[src/rtl/ualink_pkg.sv]
/*
 * shared widths, opcodes and payload types for the UALink command endpoint
 * referenced by scoped name from every RTL file that needs them
 */
package ualink_pkg;

   localparam int data_w    = 64;               // stream and memory word
   localparam int addr_w    = 8;
   localparam int mem_depth = 1 << addr_w;      // 256 words

   // one write or read burst is 64 bytes
   localparam int burst_len  = 8;
   localparam int beat_cnt_w = 3;

   // opcode sits in header bits 63:48
   localparam logic [15:0] op_write = 16'h0245;
   localparam logic [15:0] op_read  = 16'h0145;

   localparam int in_fifo_depth_bits  = 4;      // 16 beats
   localparam int cmd_fifo_depth_bits = 2;      // 4 queued reads

   typedef logic [data_w-1:0] mem_data_t;
   typedef logic [addr_w-1:0] mem_addr_t;

   // one stream beat as it sits in the input FIFO
   typedef struct packed {
      mem_data_t data;
      logic      last;
   } beat_t;

endpackage

[src/rtl/mem_write_engine.sv]
/*
 * write engine, takes the memory through the arbiter for one eight-word burst
 * one word is written per accepted data beat, address counts up and wraps
 */
module mem_write_engine (
   input  logic                  axi_aclk,
   input  logic                  axi_resetn,
   input  logic                  wr_start,
   input  ualink_pkg::mem_addr_t wr_addr,
   output logic                  wr_busy,
   input  ualink_pkg::mem_data_t wr_data,
   input  logic                  wr_valid,
   output logic                  wr_ready,
   output logic                  req,
   input  logic                  ack,
   output logic                  mem_we,
   output ualink_pkg::mem_addr_t mem_addr,
   output ualink_pkg::mem_data_t mem_wdata
);

   typedef enum logic [1:0] {st_idle, st_burst, st_release} state_t;

   state_t state;
   ualink_pkg::mem_addr_t addr;
   logic [ualink_pkg::beat_cnt_w-1:0] cnt;

   assign wr_busy   = state != st_idle;   // covers the release until ack drops
   assign wr_ready  = (state == st_burst) && ack;
   assign mem_we    = wr_valid && wr_ready;
   assign mem_addr  = addr;
   assign mem_wdata = wr_data;

   always_ff @(posedge axi_aclk) begin
      if (!axi_resetn) begin
         state <= st_idle;
         req   <= 1'b0;
         cnt   <= '0;
      end else begin
         case (state)
            st_idle: begin
               if (wr_start) begin
                  addr  <= wr_addr;
                  req   <= 1'b1;
                  state <= st_burst;
               end
            end
            st_burst: begin
               if (mem_we) begin
                  addr <= addr + 1'b1;   // modulo 256
                  cnt  <= cnt + 1'b1;
                  if (cnt == ualink_pkg::beat_cnt_w'(ualink_pkg::burst_len - 1)) begin
                     req   <= 1'b0;   // last word written, let go
                     state <= st_release;
                  end
               end
            end
            st_release: begin
               if (!ack) state <= st_idle;   // four-phase, wait for ack low
            end
            default: state <= st_idle;
         endcase
      end
   end

endmodule

[config.mk]
export PLATFORM = sky130hd
export DESIGN_NAME = mem_write_engine
export DESIGN_NICKNAME = d
export VERILOG_FILES = /design/src/rtl/ualink_pkg.sv /design/src/rtl/mem_write_engine.sv
export SDC_FILE = /design/constraint.sdc
export NUM_CORES = 1
export LEC_CHECK = 0
export BUFFER_PORTS_ARGS = -buffer_cell sky130_fd_sc_hd__buf_2
export CORE_MARGIN = 5
export CORE_UTILIZATION = 29
export CTS_CLUSTER_DIAMETER = 60
export CTS_CLUSTER_SIZE = 30
export DETAILED_ROUTE_END_ITERATION = 10
export PLACE_DENSITY = 0.77
export SYNTH_ARGS = -nofsm -noshare
export SYNTH_HDL_FRONTEND = slang
export SYNTH_SLANG_ARGS = --single-unit
[constraint.sdc]
create_clock -name axi_aclk -period 1.3 [get_ports axi_aclk]
set_input_delay 0.065 -clock axi_aclk [delete_from_list [all_inputs] [get_ports axi_aclk]]
set_output_delay 0.065 -clock axi_aclk [all_outputs]
set_load 0.02 [all_outputs]
### Yosys cells after proc, flatten, opt, wreduce, memory -nomap -nowiden

Index checks and enable logic that the tools add are counted.

* $add $sub $neg: 2
* equal/unequal tests: 7
* multiplexer cells: 12
* reductions and logical operators: 9

Operators with widths (number)
* $mux W8: 2
* $pmux W8 S2: 1
* $reduce_and A4 Y1: 3
* $add A8 B1 Y8 const B: 1
* $mux W2: 4
* $ne A2 B2 Y1 const B: 3
* $pmux W2 S3: 1
* $reduce_bool A2 Y1: 2
* $add A3 B1 Y3 const B: 1
* $eq A3 B3 Y1 const B: 1
* $mux W1: 3
* $eq A2 B1 Y1 const B: 1
* $eq A2 B2 Y1 const B: 1
* $logic_and A1 B1 Y1: 2
* $logic_not A2 Y1: 1
* $ne A2 B1 Y1 const B: 1
* $pmux W1 S2: 1
* $reduce_and A2 Y1: 1

* bits in registers: 14
* input port bits: 77
* output and inout port bits: 76
* logic and storage cells: 34

### Longest topological paths before layout

Gate-level depths: netlist of run 1.

* word-level depth: 5
* gate-level depth with buffers: 5
* gate-level depth less buffers: 5

### Worst setup path after synthesis of run 1

No wires, ideal clock.

* path kind: reg2reg
* start point: reg state[1]
* end point: reg addr[0], in the netlist mem_addr[0], enable pin
* library setup time: 0.330 ns
* arrival time: 1.162 ns
* data required time: 0.970 ns
* setup slack: -0.192 ns
* stages on the path, launching flop included: 4
* path buffers: 0
* clock period less this slack: 1.492 ns
* path through: dfxtp_1 nand4b_1 inv_1 o21a_1

* word-level cells in the longest chain between the ends: 5
* elaborated cells on any way between the ends: 8
* classes of those cells: eq/ne (3); reduce/logical (5)

Ends and longest elaborated chain
* start, declared: RTL line mem_write_engine.sv:23 `state_t state;`
* start signal, assigned: RTL line mem_write_engine.sv:35 `state <= st_idle;`
* start signal, assigned: RTL line mem_write_engine.sv:44 `state <= st_burst;`
* start signal, assigned: RTL line mem_write_engine.sv:53 `state <= st_release;`
* $eq A2 B1 Y1: RTL line mem_write_engine.sv:28 `assign wr_ready = (state == st_burst) && ack;`
* $logic_and A1 B1 Y1: RTL line mem_write_engine.sv:28
* $logic_and A1 B1 Y1: RTL line mem_write_engine.sv:29 `assign mem_we = wr_valid && wr_ready;`
* via mem_we: RTL line mem_write_engine.sv:16 `output logic mem_we,`
* $ne A2 B2 Y1 (no source line)
* $reduce_and A4 Y1 (no source line)
* end signal, assigned: RTL line mem_write_engine.sv:42 `addr <= wr_addr;`
* end signal, assigned: RTL line mem_write_engine.sv:49 `addr <= addr + 1'b1;`
* end, declared: RTL line mem_write_engine.sv:24 `ualink_pkg::mem_addr_t addr;`

The timed path passes the listed nets, and every way through them passes these cells.
A chain may end at the register's enable or synchronous reset.

### Final worst setup path of run 1

* start point: reg addr[0], in the netlist mem_addr[0]
* end point: reg addr[4], in the netlist mem_addr[4], data pin

* word-level cells in the longest chain between the ends: 3

Ends and longest elaborated chain
* $add A8 B1 Y8: RTL line mem_write_engine.sv:49
* $mux W8: RTL line mem_write_engine.sv:48 `if (mem_we) begin`
* $pmux W8 S2: RTL line mem_write_engine.sv:39 `case (state)`

No other way between the ends. The select of a mux whose other input is x is not followed.

==> flow_results.org, run 1 <==
** Power and ir drop
- Cell Int Power :: slightly below 0.8 mW
- Clock share of power :: about a third
- Overall power consumption after layout is estimated at around 1.1 mW.
- Gate power share :: between 15 and 20%
- The share of total power dissipated in sequential elements is about half.
- VDD sags by at most about 0.00043 V.
- In this run the power density over the cells is just over 1000 mW/mm^2.
- Switching power :: 0.2668 mW
- Leak :: 0.4392 nW
- Switching power as a share of total power :: between 20% and 30%

** Clock network
- Clock tree synthesis inserted a total of 3 buffers.
- No sink is reached through more buffers than the 2 on the longest clock path.
- For the worst-skew pair, the clock arrives at the later sink with an insertion delay of 0.24 ns.
- TritonCTS built the clock tree.
- The number of hold buffers added after CTS was 0.
- H-tree lvl count :: 1
- Clock slew at reported path FFs :: around 0.060 ns
- Clock tree sinks :: 14
- The cell sitting at the root of the clock tree is a sky130_fd_sc_hd__clkbuf_8.

** STA
- Hold Vio Cnt, Final :: 0
- Worst hold margin :: 0.09589 ns
- Final slew viol count :: 0
- Setup violations remaining at the end of the flow were counted as 0.
- The worst path uses a little over nine tenths of the clock period.
- Setup TNS :: 0 ns
- The smallest clock period supported by the final layout is computed as roughly 1.3 ns.
- On the final layout, the worst clock skew is between 0.005 and 0.006 ns.
- Maximum frequency from static timing analysis :: 0.7883 GHz
- In this run the tightest slew margin relative to its limit is 80.95%.
- Post-route setup slack :: about 0.031 ns
- Unrepaired setup endpoints after global routing :: yes
- Worst Tran Pin Value :: between 0.2 and 0.3 ns

** Die
- The die is roughly 75 um tall.
- Starting density of the core :: approximately 30%
- Full die area :: 0.005554 mm^2
- Placeable core area :: between 0.004 and 0.005 mm^2
- After floorplanning, the core was divided into 23 placement rows.
- # IOs :: ~150
- Overall die width :: 74.53 um

** Routing
- After detailed routing, the number of vias per cell comes to 4.372.
- Detailed Route WL :: roughly 2 mm
- The first detailed-routing pass ran for 5 iterations.
- Residual DRC :: 0
- Wirelength per Cell :: 12.87 um
- Violation count after the first detailed-route iteration :: 10
- Antenna Violating Nets Remaining :: 0
- The detailed router placed between 600 and 700 vias in this run.

** Synth
- After synthesis the netlist holds a flip-flop and latch count of 14.
- Cell area after synthesis :: approximately 0.0012 mm^2
- Top post-synthesis cells by count :: 64 x sky130_fd_sc_hd__buf_4, 9 x sky130_fd_sc_hd__nand2_1, 8 x sky130_fd_sc_hd__edfxtp_1, 8 x sky130_fd_sc_hd__o21ai_0, 6 x sky130_fd_sc_hd__dfxtp_1
- The most used flip-flop cell after synthesis is sky130_fd_sc_hd__edfxtp_1.
- The number of nets handed over by synthesis was between 200 and 250.
- Async set-reset flop share out of synthesis :: 0%
- The synthesized design contains 8 enable-type register cells.
- Post-synthesis cell type with the largest combined area :: sky130_fd_sc_hd__buf_4
- In this run, distinct cell masters in the synthesized netlist total 26.
- During synthesis, Yosys emitted a total of 0 warnings.
- Most instantiated library cell after synthesis :: sky130_fd_sc_hd__buf_4
- Sequential fraction of the synthesis area :: between 20% and 30%
- Number of instances in the synthesized netlist :: roughly 140
- Summed over its instances, the top area cell type makes up between 30% and 40% of the synthesized netlist area.
- After synthesis, the mean cell area works out to just under 9 um^2.
- Ranking of synthesized cells by area :: sky130_fd_sc_hd__buf_4 40%, sky130_fd_sc_hd__edfxtp_1 20%, sky130_fd_sc_hd__dfxtp_1 9.9%

** Global routing
- Summed over all layers, the global routing overflow is 0.
- Vias in the first global route :: about 630
- Antenna violations before repair :: 0
- The first global-routing pass estimated 2.953 mm of wire.
- Entering global routing, the biggest net connects 10 pins.
- Total track usage :: 7.256%

** Critical path
- Setup CP Type :: flip-flop to flip-flop
- STA classifies the critical path endpoint as a flip-flop.
- Data arrival time of the critical path :: about 1.3 ns
- STA classifies the critical path startpoint as a flip-flop.
- Maximum fanout along the worst path :: 3
- Endpoint required time on the critical path :: around 1.3 ns

** Final layout
- Number of nets at the end of the flow :: ~190
- 0 antenna diodes ended up in the layout.
- Relative to the synthesized area, the layout overhead comes to -14.51%.
- The finished cells cover a little over 0.001 mm^2.
- Fill cells in the final layout number around 460.
- Of the cells placed in the final design, the portion with a size suffix greater than 1 is roughly 42%.

** Placed design
- Port buffering added 24 buffers.
- Weighted congestion reported at the end of routability-driven placement :: about 0.76
- Prior to clock tree synthesis, the placed netlist has a worst setup slack of about 0.016 ns.
- HPWL after DPL :: 1.539 mm
- Placement Cell Area :: 942.2 um^2

** Status
- Outcome :: finished, final reports clean

** Job
- Total of max-cap violations :: 0

** Min path
- In this run the worst hold path is classified as input pin to flip-flop.
[power by group through the flow]
stage / logic, mW / registers (mW) / clock network, mW
global placement: 0.159 / 0.525 / 0
global route: 0.192 / 0.517 / 0.395
finish: 0.174 / 0.514 / 0.370
CTS: 0.161 / 0.517 / 0.379
detailed placement: 0.160 / 0.526 / 0
floorplan: 0.365 / 0.542 / 0
[flip-flops by register name (all words and copies together) (netlist names)]
name	cells
state	2
mem_addr	8
cnt	3
req	1
[metrics by stage]
step	instances	util, %
floorplan	137	-
global placement	148	23.39
detailed placement	148	23.39
CTS	152	24.50
global route	156	25.62
finish	156	25.62
[cells in the final DEF (no fill, tap or decap)]
master | Yosys | layout
sky130_fd_sc_hd__mux2i_1 | 3 | 3
sky130_fd_sc_hd__edfxtp_1 | 8 | 8
sky130_fd_sc_hd__clkbuf_1 | 2 | 1
sky130_fd_sc_hd__nand4b_1 | 1 | 1
sky130_fd_sc_hd__ha_4 | 0 | 1
sky130_fd_sc_hd__nor3b_1 | 1 | 1
sky130_fd_sc_hd__and3_1 | 1 | 1
sky130_fd_sc_hd__ha_1 | 3 | 2
sky130_fd_sc_hd__nand3_2 | 1 | 2
sky130_fd_sc_hd__or3_1 | 3 | 3
sky130_fd_sc_hd__nor2b_1 | 3 | 3
sky130_fd_sc_hd__nor2_2 | 0 | 1
sky130_fd_sc_hd__xnor2_1 | 2 | 2
sky130_fd_sc_hd__inv_1 | 2 | 1
sky130_fd_sc_hd__o21a_4 | 0 | 1
sky130_fd_sc_hd__nand2b_1 | 1 | 1
sky130_fd_sc_hd__dfxtp_2 | 0 | 2
sky130_fd_sc_hd__dfxtp_1 | 6 | 4
sky130_fd_sc_hd__and2_1 | 2 | 2
sky130_fd_sc_hd__o221a_2 | 1 | 1
sky130_fd_sc_hd__o21ai_0 | 8 | 8
sky130_fd_sc_hd__buf_2 | 0 | 24
sky130_fd_sc_hd__buf_4 | 64 | 7
sky130_fd_sc_hd__inv_2 | 0 | 1
sky130_fd_sc_hd__clkbuf_8 | 0 | 3
sky130_fd_sc_hd__nand4_1 | 2 | 2
sky130_fd_sc_hd__a31oi_1 | 3 | 3
sky130_fd_sc_hd__nand3_1 | 3 | 2
sky130_fd_sc_hd__xor2_1 | 2 | 2
sky130_fd_sc_hd__or2_4 | 0 | 1
sky130_fd_sc_hd__nand2_1 | 9 | 9
sky130_fd_sc_hd__nor2_1 | 4 | 3
[worst max-delay path, stage by stage, from the launching register on]
cell and delay [ns]:
sky130_fd_sc_hd__edfxtp_1 0.38, sky130_fd_sc_hd__buf_4 0.16, sky130_fd_sc_hd__ha_4 0.16, sky130_fd_sc_hd__nand3_2 0.07, sky130_fd_sc_hd__xor2_1 0.13, sky130_fd_sc_hd__o21ai_0 0.10
[metal layers]
metal / GRT usage, % / wire (um) / part of all wire, %
met5: 0 / 0 / 0
met4: 5.534 / 36 / 1.8
met3: 4.324 / 261 / 13
met2: 10.24 / 890 / 44
met1: 7.882 / 819 / 41
[kinds of logic after synthesis]
group                      count (synthesis)  share of synthesized area (%)
buffers and inverters                     68                          41.04
DFF                                       14                          29.84
AOI/OAI and AO/OA                         13                          6.425
xor gates and xnor gates                   4                          2.902
and+or+nand+nor                           32                          14.20
muxes                                      3                          2.487
adders and majority gates                  3                          3.109
[layout make-up]
type	instances	area [um^2]	share of cell area, %
Sequential cell	14	362.8	35.15
Timing Repair Buffer	31	172.7	16.73
Multi-Input combinational cell	55	381.6	36.97
Tap cell	50	62.56	6.061
Inverter	2	7.507	0.7273
Clock buffer	4	45.04	4.364
[timing repair]
item,4_1_cts,5_1_grt
setup buffers,0,4
endpoints found under the setup margin,1,4
pin swaps,1,3
gates resized for setup,0,2
[final timing paths]
kind	startpoint	endpoint	slack, ns	depth (start not counted)
worst min register to register	state[1]	state[0]	0.48	1
worst max register to register	mem_addr[0]	mem_addr[4]	0.03	5
worst max-delay path	mem_addr[0]	mem_addr[4]	0.03	5
worst min-delay path	ack	state[1]	0.1	2
No activity file was read; power rests on OpenSTA's default activity.
==> run 2: changes to the inputs <==
--- a/config.mk
+++ b/config.mk
@@ -6,7 +6,7 @@
 export NUM_CORES = 1
 export LEC_CHECK = 0
 export BUFFER_PORTS_ARGS = -buffer_cell sky130_fd_sc_hd__buf_2
-export CORE_MARGIN = 5
+export CORE_MARGIN = 2
 export CORE_UTILIZATION = 29
 export CTS_CLUSTER_DIAMETER = 60
 export CTS_CLUSTER_SIZE = 30
==> run 2 against run 1 <==
Non-clock buffer count unchanged. Critical path depth fell by 1. Highest routed layer unchanged. Sequential power hardly changed.
==> flow_results.org, run 2 (same netlist as run 1, synthesis figures left out) <==
** Critical path
- Data on the critical path is required at its endpoint by ~1.4 ns.
- Among all stages on the critical path, the largest delay is contributed by sky130_fd_sc_hd__edfxtp_1.
- STA classifies the critical path startpoint as a flip-flop.
- The number of cells on the worst reg-to-reg path is 4.
- Setup CP Type :: flip-flop to flip-flop
- The most critical setup path has its startpoint at mem_addr[1].
- Critical path destination :: mem_addr[6]
- The worst setup path is captured at a flip-flop.
- Cells traversed along the worst timing path :: ha_2, nand2_2, or3_4, a31oi_4
- WP depth :: 4
- The worst register-to-register path ends at mem_addr[6].
- Together, buffers and inverters on the worst path number 0.
- Family with the most delay on the worst path :: simple AND/OR/NAND/NOR gates
- Data arrival time of the critical path :: between 1 and 1.5 ns
- Maximum fanout along the worst path :: 3
- The worst register-to-register path has a setup slack of about 0.027 ns.
- On the worst path, the slowest cell contributes a delay of 0.37 ns.
- Beginning of the worst register-to-register path :: mem_addr[1]

** Die
- Starting density of the core :: a little under a third
- In this run the count of I/O pins placed on the die edge is between 150 and 200.
- Overall die width :: roughly 70 um
- Placeable core area :: roughly 0.004 mm^2
- Full die area :: approximately 0.0047 mm^2
- Die height :: approximately 70 um
- Number of placement rows :: 23

** Routing
- Detailed Route WL :: around 2.0 mm
- Violation count after the first detailed-route iteration :: 10
- Residual DRC :: 0
- In the final routed layout, each cell accounts on average for 12.66 um.
- Count of TritonRoute iterations in the first routing pass :: 2
- The count of nets left with antenna violations once routing finished came out at 0.
- Via count of the routed design :: around 700
- Dividing the detail-routed via count by the number of cells gives approximately 4.4.

** STA
- Hold is met by between 0.09 and 0.1 ns.
- Maximum frequency from static timing analysis :: 0.7857 GHz
- Counting I/O delays and the setup requirement, the final critical path takes 1.273 ns.
- Hold Vio Cnt, Final :: 0
- Setup repair after global routing could not meet its margin everywhere.
- Post-route setup slack :: roughly 0.027 ns
- Setup violations remaining at the end of the flow were counted as 0.
- Final slew viol count :: 0
- Across the routed clock network, the largest skew measured is between 0.002 and 0.0025 ns.
- The worst path uses between 90 and 100% of the clock period.
- Worst Tran Pin Value :: between 0.3 and 0.4 ns
- Headroom to the max-slew limit came out at between 70% and 80%.

** Clock network
- Number of CTS-inserted buffers :: 3
- H-tree lvl count :: 1
- Worst skew pair latency :: ~0.24 ns
- For this design, the sink count on the clock tree is 14.
- Maximum buffer depth of the clock tree :: 2
- Clock root cell :: sky130_fd_sc_hd__clkbuf_8
- Clock tree from TritonCTS :: done
- After clock tree synthesis, the clock-pin slew on the worst setup and hold paths is approximately 0.06 ns.

** Placed design
- HPWL after DPL :: about 1.5 mm
- Worst slack at placement :: -0.01203 ns
- At the end of routability-driven placement, the weighted congestion stood at a little over 0.7.
- After detailed placement, the design holds a cell count of between 100 and 150.
- Number of input and output port buffers inserted :: 24
- Placement Cell Area :: about 940 um^2

** Final layout
- Fraction of layout cells with a size suffix above 1 :: between 40% and 50%
- Antenna diode count :: 0
- At the end of the flow, the number of nets in the layout was about 190.
- Relative to the synthesized area, the layout overhead comes to -12.64%.
- Most frequent standard cell in the layout excluding fill and tap cells :: sky130_fd_sc_hd__buf_2
- Final instance area :: approximately 0.0011 mm^2
- Commonest cells after routing, fill and taps aside :: 23 x sky130_fd_sc_hd__buf_2, 8 x sky130_fd_sc_hd__nand2_1, 8 x sky130_fd_sc_hd__edfxtp_1, 8 x sky130_fd_sc_hd__buf_4, 7 x sky130_fd_sc_hd__o21ai_0
- Non-filler instance count after layout :: 156
- Number of inserted filler cells in the final layout :: between 400 and 500
- Number of flip-flops under the largest register name :: 8

** Global routing
- In the global route stage, overall resource usage came out at 8.197%.
- The initial antenna violation count is 0.
- Wire length of the first global-routing pass :: roughly 2.8 mm
- The via count of the first global-routing pass came to approximately 660.
- Pin count of the biggest net entering global routing :: 10
- The total overflow left after global routing is 0.

** Power and ir drop
- VDD sags by at most approximately 0.00031 V.
- PwrDens :: roughly 1100 mW/mm^2
- Leak :: between 0.4 and 0.5 nW

** Min path
- In this run the worst hold path is classified as input pin to flip-flop.

** Status
- The run finished with clean final reports.

** Job
- The tool flagged a number of max-cap violations equal to 0.
-- run 2: worst min-delay path by stage --
stage / startpoint / endpoint / slack [ns] / depth (start not counted)
2_1_floorplan: axi_resetn / cnt[0] / 0.19 / 1
4_1_cts: wr_addr[1] / mem_addr[1] / 0.09 / 3
6_report: ack / state[1] / 0.09 / 2
3_5_place_dp: wr_data[15] / mem_wdata[15] / 0.13 / 0
3_3_place_gp: wr_data[15] / mem_wdata[15] / 0.13 / 0
5_1_grt: ack / state[1] / 0.10 / 2
-- run 2: repair_timing --
action                     4_1_cts  5_1_grt
buffers inserted                 1        3
setup endpoints to repair        2        3
hold endpoints to repair         0        0
hold buffers                     0        0
pin swaps                        0        3
resized for setup                1        6
-- run 2: metrics by stage --
step / utilization (%) / TNS, ns / power, mW
global route: 26.37 / -0.01971 / 1.176
floorplan: - / -0.09887 / 0.9074
detailed placement: 23.55 / -0.01203 / 0.6861
global placement: 23.55 / 0 / 0.6816
CTS: 25.18 / 0 / 1.112
finish: 26.37 / 0 / 1.116
-- run 2: cell type report --
type / count / area (um^2) / share of cell area (%)
clock buffer: 4 / 55.05 / 5.219
inverter: 2 / 7.507 / 0.7117
multi-input combinational: 55 / 389.1 / 36.89
sequential: 14 / 365.4 / 34.64
tap: 50 / 62.56 / 5.931
timing repair buffer: 31 / 175.2 / 16.61
-- run 2: layer usage --
metal  track usage [%]  part of all wire (%)  wire [um]
met1             8.600                    42        822
met2             13.46                    46        916
met3             4.058                    11        220
met4             4.250                  0.81         16
met5                 0                     0          0
-- run 2: power breakdown --
| part | internal (mW) | switching [mW] |
|---|---|---|
| Clock | 0.268 | 0.154 |
| Combinational | 0.0821 | 0.0961 |
| Sequential | 0.495 | 0.0204 |
| Total | 0.845 | 0.271 |
